File: config.mk
export PLATFORM = sky130hd
export DESIGN_NAME = conv_engine
export DESIGN_NICKNAME = d
export VERILOG_FILES = /design/src/logic/cnn_quad_pkg.sv /design/src/logic/conv_engine.sv
export SDC_FILE = /design/constraint.sdc
export NUM_CORES = 1
export LEC_CHECK = 0
export ABC_AREA = 1
export BUFFER_PORTS_ARGS = -buffer_cell sky130_fd_sc_hd__buf_2
export CAP_MARGIN = 20
export CORE_MARGIN = 4
export CORE_UTILIZATION = 55
export CTS_BUF_LIST = sky130_fd_sc_hd__clkbuf_16
export CTS_CLUSTER_SIZE = 24
export DETAILED_ROUTE_END_ITERATION = 16
export GPL_TIMING_DRIVEN = 0
export PLACE_DENSITY = 0.73
export SYNTH_ARGS = -nofsm -noshare
export SYNTH_HDL_FRONTEND = slang
export SYNTH_SLANG_ARGS = --single-unit
File: constraint.sdc
create_clock -name clk_core -period 6.49 [get_ports clk_core]
set_clock_uncertainty 0.2 [all_clocks]
set_input_delay 0.3245 -clock clk_core [delete_from_list [all_inputs] [get_ports clk_core]]
set_output_delay 0.3245 -clock clk_core [all_outputs]
set_load 0.005 [all_outputs]
File: src/logic/cnn_quad_pkg.sv
`default_nettype none

package cnn_quad_pkg;

    ////////////////////
    // Array and data widths
    ////////////////////
    localparam int NUM_CE           = 4;
    localparam int PIXEL_WIDTH      = 16;
    localparam int WEIGHT_WIDTH     = 16;
    localparam int ACC_WIDTH        = 32;
    localparam int MAX_KERNEL       = 8;
    localparam int PFB_DEPTH        = 16;
    localparam int PFB_ADDR_WIDTH   = $clog2(PFB_DEPTH);
    localparam int JOB_PARAMS_WIDTH = 16;

    // Job parameter word fields
    localparam int JOB_KLEN_LSB = 0;
    localparam int JOB_KLEN_MSB = 3;
    localparam int JOB_ROWS_LSB = 4;
    localparam int JOB_ROWS_MSB = 11;
    localparam int JOB_RELU_BIT = 12;

    ////////////////////
    // Data types
    ////////////////////
    typedef logic signed [PIXEL_WIDTH-1:0]  pixel_t;
    typedef logic signed [WEIGHT_WIDTH-1:0] weight_t;
    typedef logic signed [ACC_WIDTH-1:0]    acc_t;

    // Lane i sits at bits i*WIDTH and up
    typedef logic [NUM_CE*PIXEL_WIDTH-1:0]  pixel_word_t;
    typedef logic [NUM_CE*WEIGHT_WIDTH-1:0] weight_word_t;
    typedef logic [NUM_CE*ACC_WIDTH-1:0]    result_word_t;

    typedef logic [$clog2(MAX_KERNEL)-1:0]   tap_t;
    typedef logic [$clog2(MAX_KERNEL+1)-1:0] kernel_len_t;
    typedef logic [7:0]                      row_count_t;
    typedef logic [$clog2(PFB_DEPTH+1)-1:0]  pfb_count_t;
    typedef logic [JOB_PARAMS_WIDTH-1:0]     job_params_t;

    // Job state machine
    typedef enum logic [1:0] {
        ST_IDLE,
        ST_ACTIVE,
        ST_JOB_DONE
    } quad_state_t;

endpackage

`default_nettype wire

File: src/logic/conv_engine.sv
`timescale 1ns/100ps
`default_nettype none

module conv_engine (
    input  logic                  clk_core,
    input  logic                  rst,
    input  logic                  relu_en,
    input  logic                  first_tap,
    input  cnn_quad_pkg::pixel_t  pixel,
    input  cnn_quad_pkg::weight_t weight,
    output cnn_quad_pkg::acc_t    acc
);

    cnn_quad_pkg::pixel_t pixel_act;
    cnn_quad_pkg::acc_t   product;

    // Negative pixels clamp to zero under ReLU
    always_comb begin
        if (relu_en && pixel[cnn_quad_pkg::PIXEL_WIDTH-1]) begin
            pixel_act = '0;
        end else begin
            pixel_act = pixel;
        end
    end

    // Signed 16x16 product sign extended to the accumulator width
    assign product = cnn_quad_pkg::acc_t'(pixel_act) * cnn_quad_pkg::acc_t'(weight);

    ////////////////////
    // Accumulator
    ////////////////////
    always_ff @(posedge clk_core) begin
        if (rst) begin
            acc <= '0;
        end else if (first_tap) begin
            acc <= product;
        end else begin
            // Zero product between rows keeps the result steady
            acc <= acc + product;
        end
    end

endmodule

`default_nettype wire

==> flow_metrics.tcl, run 1 <==
set metrics [dict create \
    synth_flop_cell "dfxtp_1" \
    final_antenna_net_count 0 \
    largest_reg_flops 32 \
    finalSetupViolCount 19 \
    rsz0062_at_grt "true" \
    clockRootBuffer "clkbuf_16" \
    timing.fmax_ghz 0.1431 \
    placed_cells 2281 \
    finalWorstSetupSlack_ns -0.4993 \
    status "finished with violations" \
    slowest_delay_ns 0.56 \
    drc 0 \
    violations "negative setup slack" \
    critPathRequiredTime_ns 6.48 \
    postSynthNetCount 2309 \
    num_vias 13300 \
    track_usage 0.3420 \
    final_core_util 0.7326 \
    slew-limit-headroom 0.4409 \
    holdWs_ns 0.1064 \
    top_regs "acc (32)" \
    port_buffers 62 \
    ff2ff_setup_slack_ns 3.84 \
    syn_to_final_growth_pct 30.87 \
    drt_first_pass_iters 6 \
    synth_area_mm2 0.01361 \
    n_antenna_cell 0 \
    layout_min_cycle_time_ns 6.989 \
    path_class "in2reg" \
    synth_top_family_by_area "adder cells" \
    overflow 0 \
    wl_mm 46.26 \
    path_common_cell "fa_1" \
    numCtsBuffers 5 \
    die_area_mm2 0.02733 \
    cts.sinks 32 \
    hp-class "in2reg" \
    start_kind "primary input" \
    core_area_mm2 0.02432 \
    tightestPinTransition_ns 0.8386 \
    seq_area_frac_synth 0.04706 \
    arrival_ns 6.98 \
    synth-xor-area-share 0.01921 \
    hpwl_mm 35.91 \
    synthAdderAreaFrac 0.4925 \
    grt_max_degree 12 \
    clk_pin_slew_ns 0.06 \
    synth-edff-count 0 \
    drive_gt1_frac 0.2754 \
    postCtsHoldBufs 0 \
    clkLatencyLatePin_ns 0.29 \
    yosys_warnings 0 \
    yosys.area_share.simple 0.2513 \
    syn_area_per_cell_um2 7.184 \
    largest-register "acc" \
    slowest_stage "fa_1" \
    slew_viol_final 0 \
    synth_seq_cells 32 \
    grt_pass1_wl_mm 71.47 \
    syn_inst 1895 \
    synth_mux_area_frac 0 \
    post-route-period-util 1.077 \
    synth_cell_types 37 \
    rows 57 \
    synth-compound-area-share 0.05358 \
    cp_max_fo 7 \
    grt_antenna_before_repair 0 \
    cts_tree "built" \
    vias_per_cell 5.537 \
    cp-end-kind "register" \
    die_w_um 165.3 \
    htree_levels 2 \
    drt_iter0_drc 1124 \
    grt_pass1_vias 13680 \
    fin_cells 2401 \
    clk_path_buf_depth 2 \
    routabilityCongestion 0.9849 \
    maxCapViolCount 0 \
    wire_per_inst_um 19.27 \
    io_pins 68 \
    nets 2490 \
    die_y_um 165.3 \
    hold_violations 0 \
    initial_core_util 0.5598 \
    postSynth.asyncResetShare 0 \
]
==> final cells by class <==
| type | instances | area [µm²] |
|---|---|---|
| clock buffers | 5 | 125.1 |
| plain buffers | 27 | 205.2 |
| flip-flops and latches | 32 | 640.6 |
| repair buffers | 175 | 1334 |
| inverters | 464 | 1899 |
| multi-input cells | 1371 | 13170 |
| well taps | 324 | 405.4 |
| fillers | 1926 | 6504 |
| clock inverters | 3 | 37.54 |
==> worst paths after layout <==
path                start       to  depth (start not counted)
setup / recovery  relu_en  acc[26]                         36
hold / removal        rst  acc[20]                          2
setup reg to reg   acc[0]  acc[26]                         14
hold reg to reg    acc[0]   acc[0]                          3
==> routing by layer <==
metal	up-vias	GRT usage	part of all wire
li1	5996	-	-
met1	6548	0.4742	0.42
met2	610	0.5323	0.44
met3	141	0.08985	0.10
met4	0	0.1005	0.037
met5	-	0	0
==> Yosys cell counts (14+ instances only) <==
cell type,instances,area share
o21ai_0,30,0.011
nor2_1,224,0.062
dfxtp_1,32,0.047
a21oi_1,79,0.029
nand2_1,457,0.13
clkbuf_1,22,0.0061
nand3_1,79,0.029
o21bai_1,14,0.0077
ha_1,115,0.11
nand4_1,23,0.011
fa_1,263,0.39
xor2_1,19,0.012
inv_1,455,0.13
==> critical path, delay by kind of cell <==
kind                     cells  cell delay [ns]
AO/OA/AOI/OAI                2             0.33
adder cells (fa/ha/maj)      8             3.72
buffers and inverters       10             0.97
AND/OR/NAND/NOR             16             1.58
==> cells in the final DEF (no fill, tap or decap), drive strengths merged <==
master / instances
nand2: 469
inv: 449
fa: 263
nor2: 233
buf: 184
ha: 115
a21oi: 81
nand3: 80
dfxtp: 32
o21ai: 32
nand4: 23
clkbuf: 23
xor2: 20
clkinv: 14
o21bai: 14
xnor2: 9
nor3: 9
a21o: 5
and2: 4
nor3b: 4
clkinvlp: 3
nand3b: 3
or2: 2
nor4: 1
nand2b: 1
and3: 1
a21boi: 1
a31oi: 1
bufinv: 1
==> per-stage QoR <==
| step | worst slack (ns) | area (µm²) | TNS (ns) |
|---|---|---|---|
| 6_report | -0.4993 | 17820 | -5.597 |
| 5_1_grt | -0.7284 | 17820 | -9.747 |
| 4_1_cts | -0.2940 | 16980 | -3.036 |
| 3_5_place_dp | -1.692 | 14550 | -30.61 |
| 3_3_place_gp | -1.679 | 14550 | -30.50 |
| 2_1_floorplan | -0.02630 | 13830 | -0.02630 |
==> timing repair <==
item                                   4_1_cts  5_1_grt
endpoints found under the hold margin        0        0
pin swaps                                  118       88
cloned                                       1        0
gates resized for setup                    372      140
setup endpoints to repair                   22       22
setup buffers                               80       32
==> kinds of logic (layout without fill, tap and decap cells) <==
logic type	Yosys count	after routing
fa+ha+maj	378	378
buf+inv	492	674
compound gates	134	134
simple gates	830	830
flops	32	32
xor+xnor	29	29
Power of run 1 is left out: the tool's default activity adds up to more than one toggle a clock period on the data nets, which glitch-free logic cannot reach.
==> run 2, diff against run 1 <==
--- a/config.mk
+++ b/config.mk
@@ -7,7 +7,7 @@
 export LEC_CHECK = 0
 export ABC_AREA = 1
 export BUFFER_PORTS_ARGS = -buffer_cell sky130_fd_sc_hd__buf_2
-export CAP_MARGIN = 20
+export CAP_MARGIN = 25
 export CORE_MARGIN = 4
 export CORE_UTILIZATION = 55
 export CTS_BUF_LIST = sky130_fd_sc_hd__clkbuf_16
@@ -15,6 +15,7 @@
 export DETAILED_ROUTE_END_ITERATION = 16
 export GPL_TIMING_DRIVEN = 0
 export PLACE_DENSITY = 0.73
+export RECOVER_POWER = 50
 export SYNTH_ARGS = -nofsm -noshare
 export SYNTH_HDL_FRONTEND = slang
 export SYNTH_SLANG_ARGS = --single-unit
==> run 2 against run 1 <==
The run still ends with negative setup slack left. Die area is the same. Register-to-register slack lost 0.02 ns. Hold slack is essentially flat. Final cell count is the same. Final area shrank 0.13%. Critical path depth shrank 2. Maximum frequency shrank 0.20%. Utilization shrank 0.098 points. Non-clock buffer count is the same. Sequential share of layout area is essentially flat. Critical endpoint is now acc[23].
==> flow_metrics.tcl, run 2 (synthesis gave the netlist of run 1 again) <==
set metrics [dict create \
    drive_gt1_frac 0.2662 \
    layout_commonest_cell "inv_1" \
    hpwl_mm 35.91 \
    initial_core_util 0.5598 \
    grt_pass1_wl_mm 71.47 \
    drc 0 \
    hold_violations 0 \
    start_kind "primary input" \
    n_antenna_cell 0 \
    path_common_cell "fa_1" \
    overflow 0 \
    hp-class "in2reg" \
    violations "negative setup slack" \
    clkLatencyLatePin_ns 0.29 \
    cts_tree "built" \
    num_vias 13270 \
    wire_per_inst_um 19.22 \
    vias_per_cell 5.527 \
    timing.fmax_ghz 0.1428 \
    layout_common_cells "inv_1, nand2_1, fa_1" \
    rsz0062_at_grt "true" \
    slew-limit-headroom 0.4382 \
    numCtsBuffers 5 \
    cp_max_fo 7 \
    final_antenna_net_count 0 \
    tightestPinTransition_ns 0.8428 \
    maxCapViolCount 0 \
    die_w_um 165.3 \
    status "finished with violations" \
    grt_pass1_vias 13680 \
    arrival_ns 6.99 \
    path_class "in2reg" \
    routabilityCongestion 0.9849 \
    final_core_util 0.7316 \
    cts.sinks 32 \
    clk_pin_slew_ns 0.06 \
    largest_reg_flops 32 \
    critical_path.n_buffers_inverters 8 \
    layout_min_cycle_time_ns 7.003 \
    slew_viol_final 0 \
    top_regs "acc (32)" \
    finalSetupViolCount 19 \
    slowest_delay_ns 0.56 \
    cpLargestDelayFamily "adder cells" \
    finalWorstSetupSlack_ns -0.5130 \
    cp-end-kind "register" \
    die_area_mm2 0.02733 \
    nets 2490 \
    clockRootBuffer "clkbuf_16" \
    drt_first_pass_iters 5 \
    grt_max_degree 12 \
    largest-register "acc" \
    core_area_mm2 0.02432 \
    syn_to_final_growth_pct 30.70 \
    rows 57 \
    grt_antenna_before_repair 0 \
    post-route-period-util 1.079 \
    wl_mm 46.14 \
    critPathRequiredTime_ns 6.47 \
    io_pins 68 \
    die_y_um 165.3 \
    slowest_stage "fa_1" \
    drt_iter0_drc 1157 \
    clk_path_buf_depth 2 \
    htree_levels 2 \
    track_usage 0.3420 \
    port_buffers 62 \
]
run 2: changes by cell type in the layout (fill, tap and decap cells not counted):
cell / delta
clkbuf_1: +19
buf_2: -19
run 2: path summary, 6_finish.rpt:
check	startpoint	end	slack [ns]	depth (start not counted)
min reg2reg	acc[0]	acc[0]	0.45	3
max	relu_en	acc[23]	-0.51	34
max reg2reg	acc[0]	acc[26]	3.82	14
min	rst	acc[20]	0.11	2
run 2: cell type report:
type                       count  area [µm²]
sequential                    32       640.6
inverter                     464        1899
tap                          324       405.4
timing repair buffer         175        1310
clock inverter                 3       37.54
fill                        1938        6528
clock buffer                   5       125.1
buffer                        27       205.2
multi-input combinational   1371       13170
run 2: routing by layer:
| layer | track usage | part of all wire |
|---|---|---|
| met5 | 0 | 0 |
| met4 | 0.1005 | 0.036 |
| met3 | 0.08985 | 0.099 |
| met2 | 0.5323 | 0.45 |
| met1 | 0.4742 | 0.42 |
run 2: stage by stage:
stage,hold slack [ns],instance area (µm²),cells,TNS [ns],setup slack [ns]
floorplan,0.1936,13830,1895,-0.02630,-0.02630
global placement,0.4023,14550,2281,-30.50,-1.679
detailed placement,0.4035,14550,2281,-30.61,-1.692
CTS,0.1010,16980,2369,-3.036,-0.2940
global route,0.1163,17790,2401,-9.747,-0.7284
finish,0.1066,17790,2401,-5.700,-0.5130
run 2: worst reg2reg max path, delay by kind of cell (launching register included):
family | cells | cell delay, ns
and+or+nand+nor | 12 | 1.40
adders and majority gates | 2 | 0.66
DFF | 1 | 0.31
run 2: repair_timing:
item	CTS	global route
setup buffers	80	32
hold buffers	0	0
resized for setup	372	140
cloned	1	0
pin swaps	118	88
endpoints found under the setup margin	22	22
Power of run 2 is left out for the same reason.
==> run 3, diff against run 2 <==
--- a/config.mk
+++ b/config.mk
@@ -5,7 +5,6 @@
 export SDC_FILE = /design/constraint.sdc
 export NUM_CORES = 1
 export LEC_CHECK = 0
-export ABC_AREA = 1
 export BUFFER_PORTS_ARGS = -buffer_cell sky130_fd_sc_hd__buf_2
 export CAP_MARGIN = 25
 export CORE_MARGIN = 4
@@ -14,7 +13,7 @@
 export CTS_CLUSTER_SIZE = 24
 export DETAILED_ROUTE_END_ITERATION = 16
 export GPL_TIMING_DRIVEN = 0
-export PLACE_DENSITY = 0.73
+export PLACE_DENSITY = 0.7
 export RECOVER_POWER = 50
 export SYNTH_ARGS = -nofsm -noshare
 export SYNTH_HDL_FRONTEND = slang
==> constraint.sdc (replaced) <==
create_clock -name clk_core -period 6.7 [get_ports clk_core]
set_clock_uncertainty 0.2 [all_clocks]
set_input_delay 0.335 -clock clk_core [delete_from_list [all_inputs] [get_ports clk_core]]
set_output_delay 0.335 -clock clk_core [all_outputs]
set_load 0.005 [all_outputs]
==> run 3 against run 2 <==
The run still ends with negative setup slack left. Flip-flop and latch count stayed put. Global-route usage is 4.9 points lower. Sequential share of layout area grew 0.52 points. Synthesized area shrank 6.8%. Count of clock-buffer cells in the layout did not move. Via count down 16%. First-iteration DRC count decreased by 24%. Register-to-register slack got worse by 0.38 ns. Critical path depth is 4 lower. Final area decreased by 13%. Utilization decreased by 4.5 points. Largest cell class unchanged. Synthesized cell count shrank 23%.
==> flow_metrics.tcl, run 3 <==
set metrics [dict create \
    hp-class "in2reg" \
    synth_flop_cell "dfxtp_1" \
    rsz0062_at_grt "true" \
    yosys_warnings 0 \
    place_area_mm2 0.01383 \
    clk_path_buf_depth 2 \
    port_buffers 67 \
    drt_first_pass_iters 7 \
    wire_per_inst_um 20.45 \
    hpwl_mm 30.17 \
    hold_path_depth 3 \
    grt_max_degree 12 \
    vias_per_cell 5.899 \
    place_ws_ns -1.840 \
    arrival_ns 7.77 \
    core_area_mm2 0.02264 \
    grt_antenna_before_repair 2 \
    nets 2011 \
    io_pins 68 \
    worstHoldStart "rst" \
    drt_iter0_drc 878 \
    clkLatencyLatePin_ns 0.29 \
    start_kind "primary input" \
    tns_ns -12.81 \
    cp_max_fo 7 \
    synth_area_mm2 0.01268 \
    die_y_um 159.9 \
    fin_area_mm2 0.01555 \
    slew-limit-headroom 0.4827 \
    post-route-period-util 1.162 \
    seq_area_frac_synth 0.05051 \
    syn_inst 1455 \
    postSynth.asyncResetShare 0 \
    track_usage 0.2933 \
    worstReg2RegEnd "acc[30]" \
    status "finished with violations" \
    wl_mm 38.53 \
    postCtsHoldBufs 0 \
    timing.fmax_ghz 0.1284 \
    yosysMostFrequentCell "inv_1" \
    drc 0 \
    netlist.area_leader.share 0.4152 \
    holdWs_ns 0.2570 \
    clk_pin_slew_ns 0.06 \
    initial_core_util 0.5602 \
    ff2ff_setup_slack_ns 3.44 \
    path_common_cell "fa_1" \
    syn_to_final_growth_pct 22.62 \
    largest-register "acc" \
    die_area_mm2 0.02555 \
    layout_common_cells "inv_1, fa_1, nand2_1" \
    synth_top_area_cell "fa_1" \
    synth_cell_types 62 \
    finalSetupViolCount 18 \
    hold_violations 0 \
    ys_top_cells_by_area "fa_1, ha_1, inv_1, and3_1, dfxtp_1" \
    cts.sinks 32 \
    clockRootBuffer "clkbuf_16" \
    critical_path.n_buffers_inverters 7 \
    htree_levels 2 \
    layout_commonest_cell "inv_1" \
    numCtsBuffers 5 \
    slew_viol_final 0 \
    rows 55 \
    cp-end-kind "register" \
    num_vias 11110 \
    grt_pass1_vias 11300 \
    layout_min_cycle_time_ns 7.786 \
    violations "negative setup slack" \
    ff2ff_path_depth 11 \
    finalWorstSetupSlack_ns -1.086 \
    critical_path.startpoint "relu_en" \
    top_regs "acc (32)" \
    largest_reg_flops 32 \
    postSynthNetCount 1869 \
    synth_common_cells "inv_1, fa_1, nand2_1, and3_1, ha_1" \
    synth-edff-count 0 \
    slowest_delay_ns 0.60 \
    syn_area_per_cell_um2 8.716 \
    synth_seq_cells 32 \
    critPathRequiredTime_ns 6.68 \
    slowest_stage "fa_2" \
    tightestPinTransition_ns 0.7759 \
    drive_gt1_frac 0.2284 \
    cpLargestDelayFamily "adder cells" \
    path_class "in2reg" \
    cts_tree "built" \
    r2r-start "acc[0]" \
    whs_endpoint "acc[30]" \
    die_w_um 159.9 \
    overflow 0 \
    final_antenna_net_count 0 \
    routabilityCongestion 1.019 \
    grt_pass1_wl_mm 60.16 \
    maxCapViolCount 0 \
]
[run 3: tightest hold or removal path, delay by kind of cell]
family,cells,cell delay [ns]
AOI/OAI and AO/OA,1,0.14
buffers and inverters,2,0.25
[run 3: metal layers]
layer | GRT usage | vias up | wire, µm
met5 | 0 | - | 11
met4 | 0.1060 | 2 | 1785
met3 | 0.05910 | 121 | 3455
met2 | 0.4580 | 563 | 17610
met1 | 0.4101 | 5544 | 15660
li1 | - | 4884 | -
[run 3: per-stage QoR]
step,util,instances
6_report,0.6869,1884
2_1_floorplan,-,1455
3_3_place_gp,0.6110,1807
5_1_grt,0.6869,1884
4_1_cts,0.6531,1850
3_5_place_dp,0.6110,1807
[run 3: repair_timing]
| item | in CTS | in global routing |
|---|---|---|
| endpoints found under the setup margin | 19 | 20 |
| cloned | 3 | 2 |
| setup buffers | 37 | 31 |
| resized for setup | 110 | 124 |
| pin swaps | 80 | 95 |
[run 3: kinds of logic after synthesis]
| family | synth area share |
|---|---|
| multiplexers | 0.005722 |
| adder cells (fa/ha/maj) | 0.5286 |
| AO/OA/AOI/OAI | 0.09600 |
| AND/OR/NAND/NOR | 0.1723 |
| XOR/XNOR | 0.03976 |
| flip-flops | 0.05051 |
| buffers and inverters | 0.1071 |
[run 3: how the worst max path moves through the flow]
stage	to	slack [ns]	depth (start not counted)
floorplan	acc[31]	-0.71	30
global placement	acc[29]	-1.85	30
detailed placement	acc[29]	-1.84	30
CTS	acc[29]	-1.02	35
global route	acc[31]	-1.32	33
finish	acc[29]	-1.09	30
[run 3: cell type report]
| class | instances | area [µm²] |
|---|---|---|
| Tap cell | 285 | 356.6 |
| Fill cell | 1749 | 7089 |
| Clock buffer | 5 | 125.1 |
| Multi-Input combinational cell | 1061 | 11830 |
| Antenna cell | 1 | 2.502 |
| Sequential cell | 32 | 640.6 |
| Inverter | 304 | 1141 |
| Buffer | 53 | 480.5 |
| Timing Repair Buffer | 140 | 962.2 |
| Clock inverter | 3 | 15.01 |
Power of run 3 is left out for the same reason.
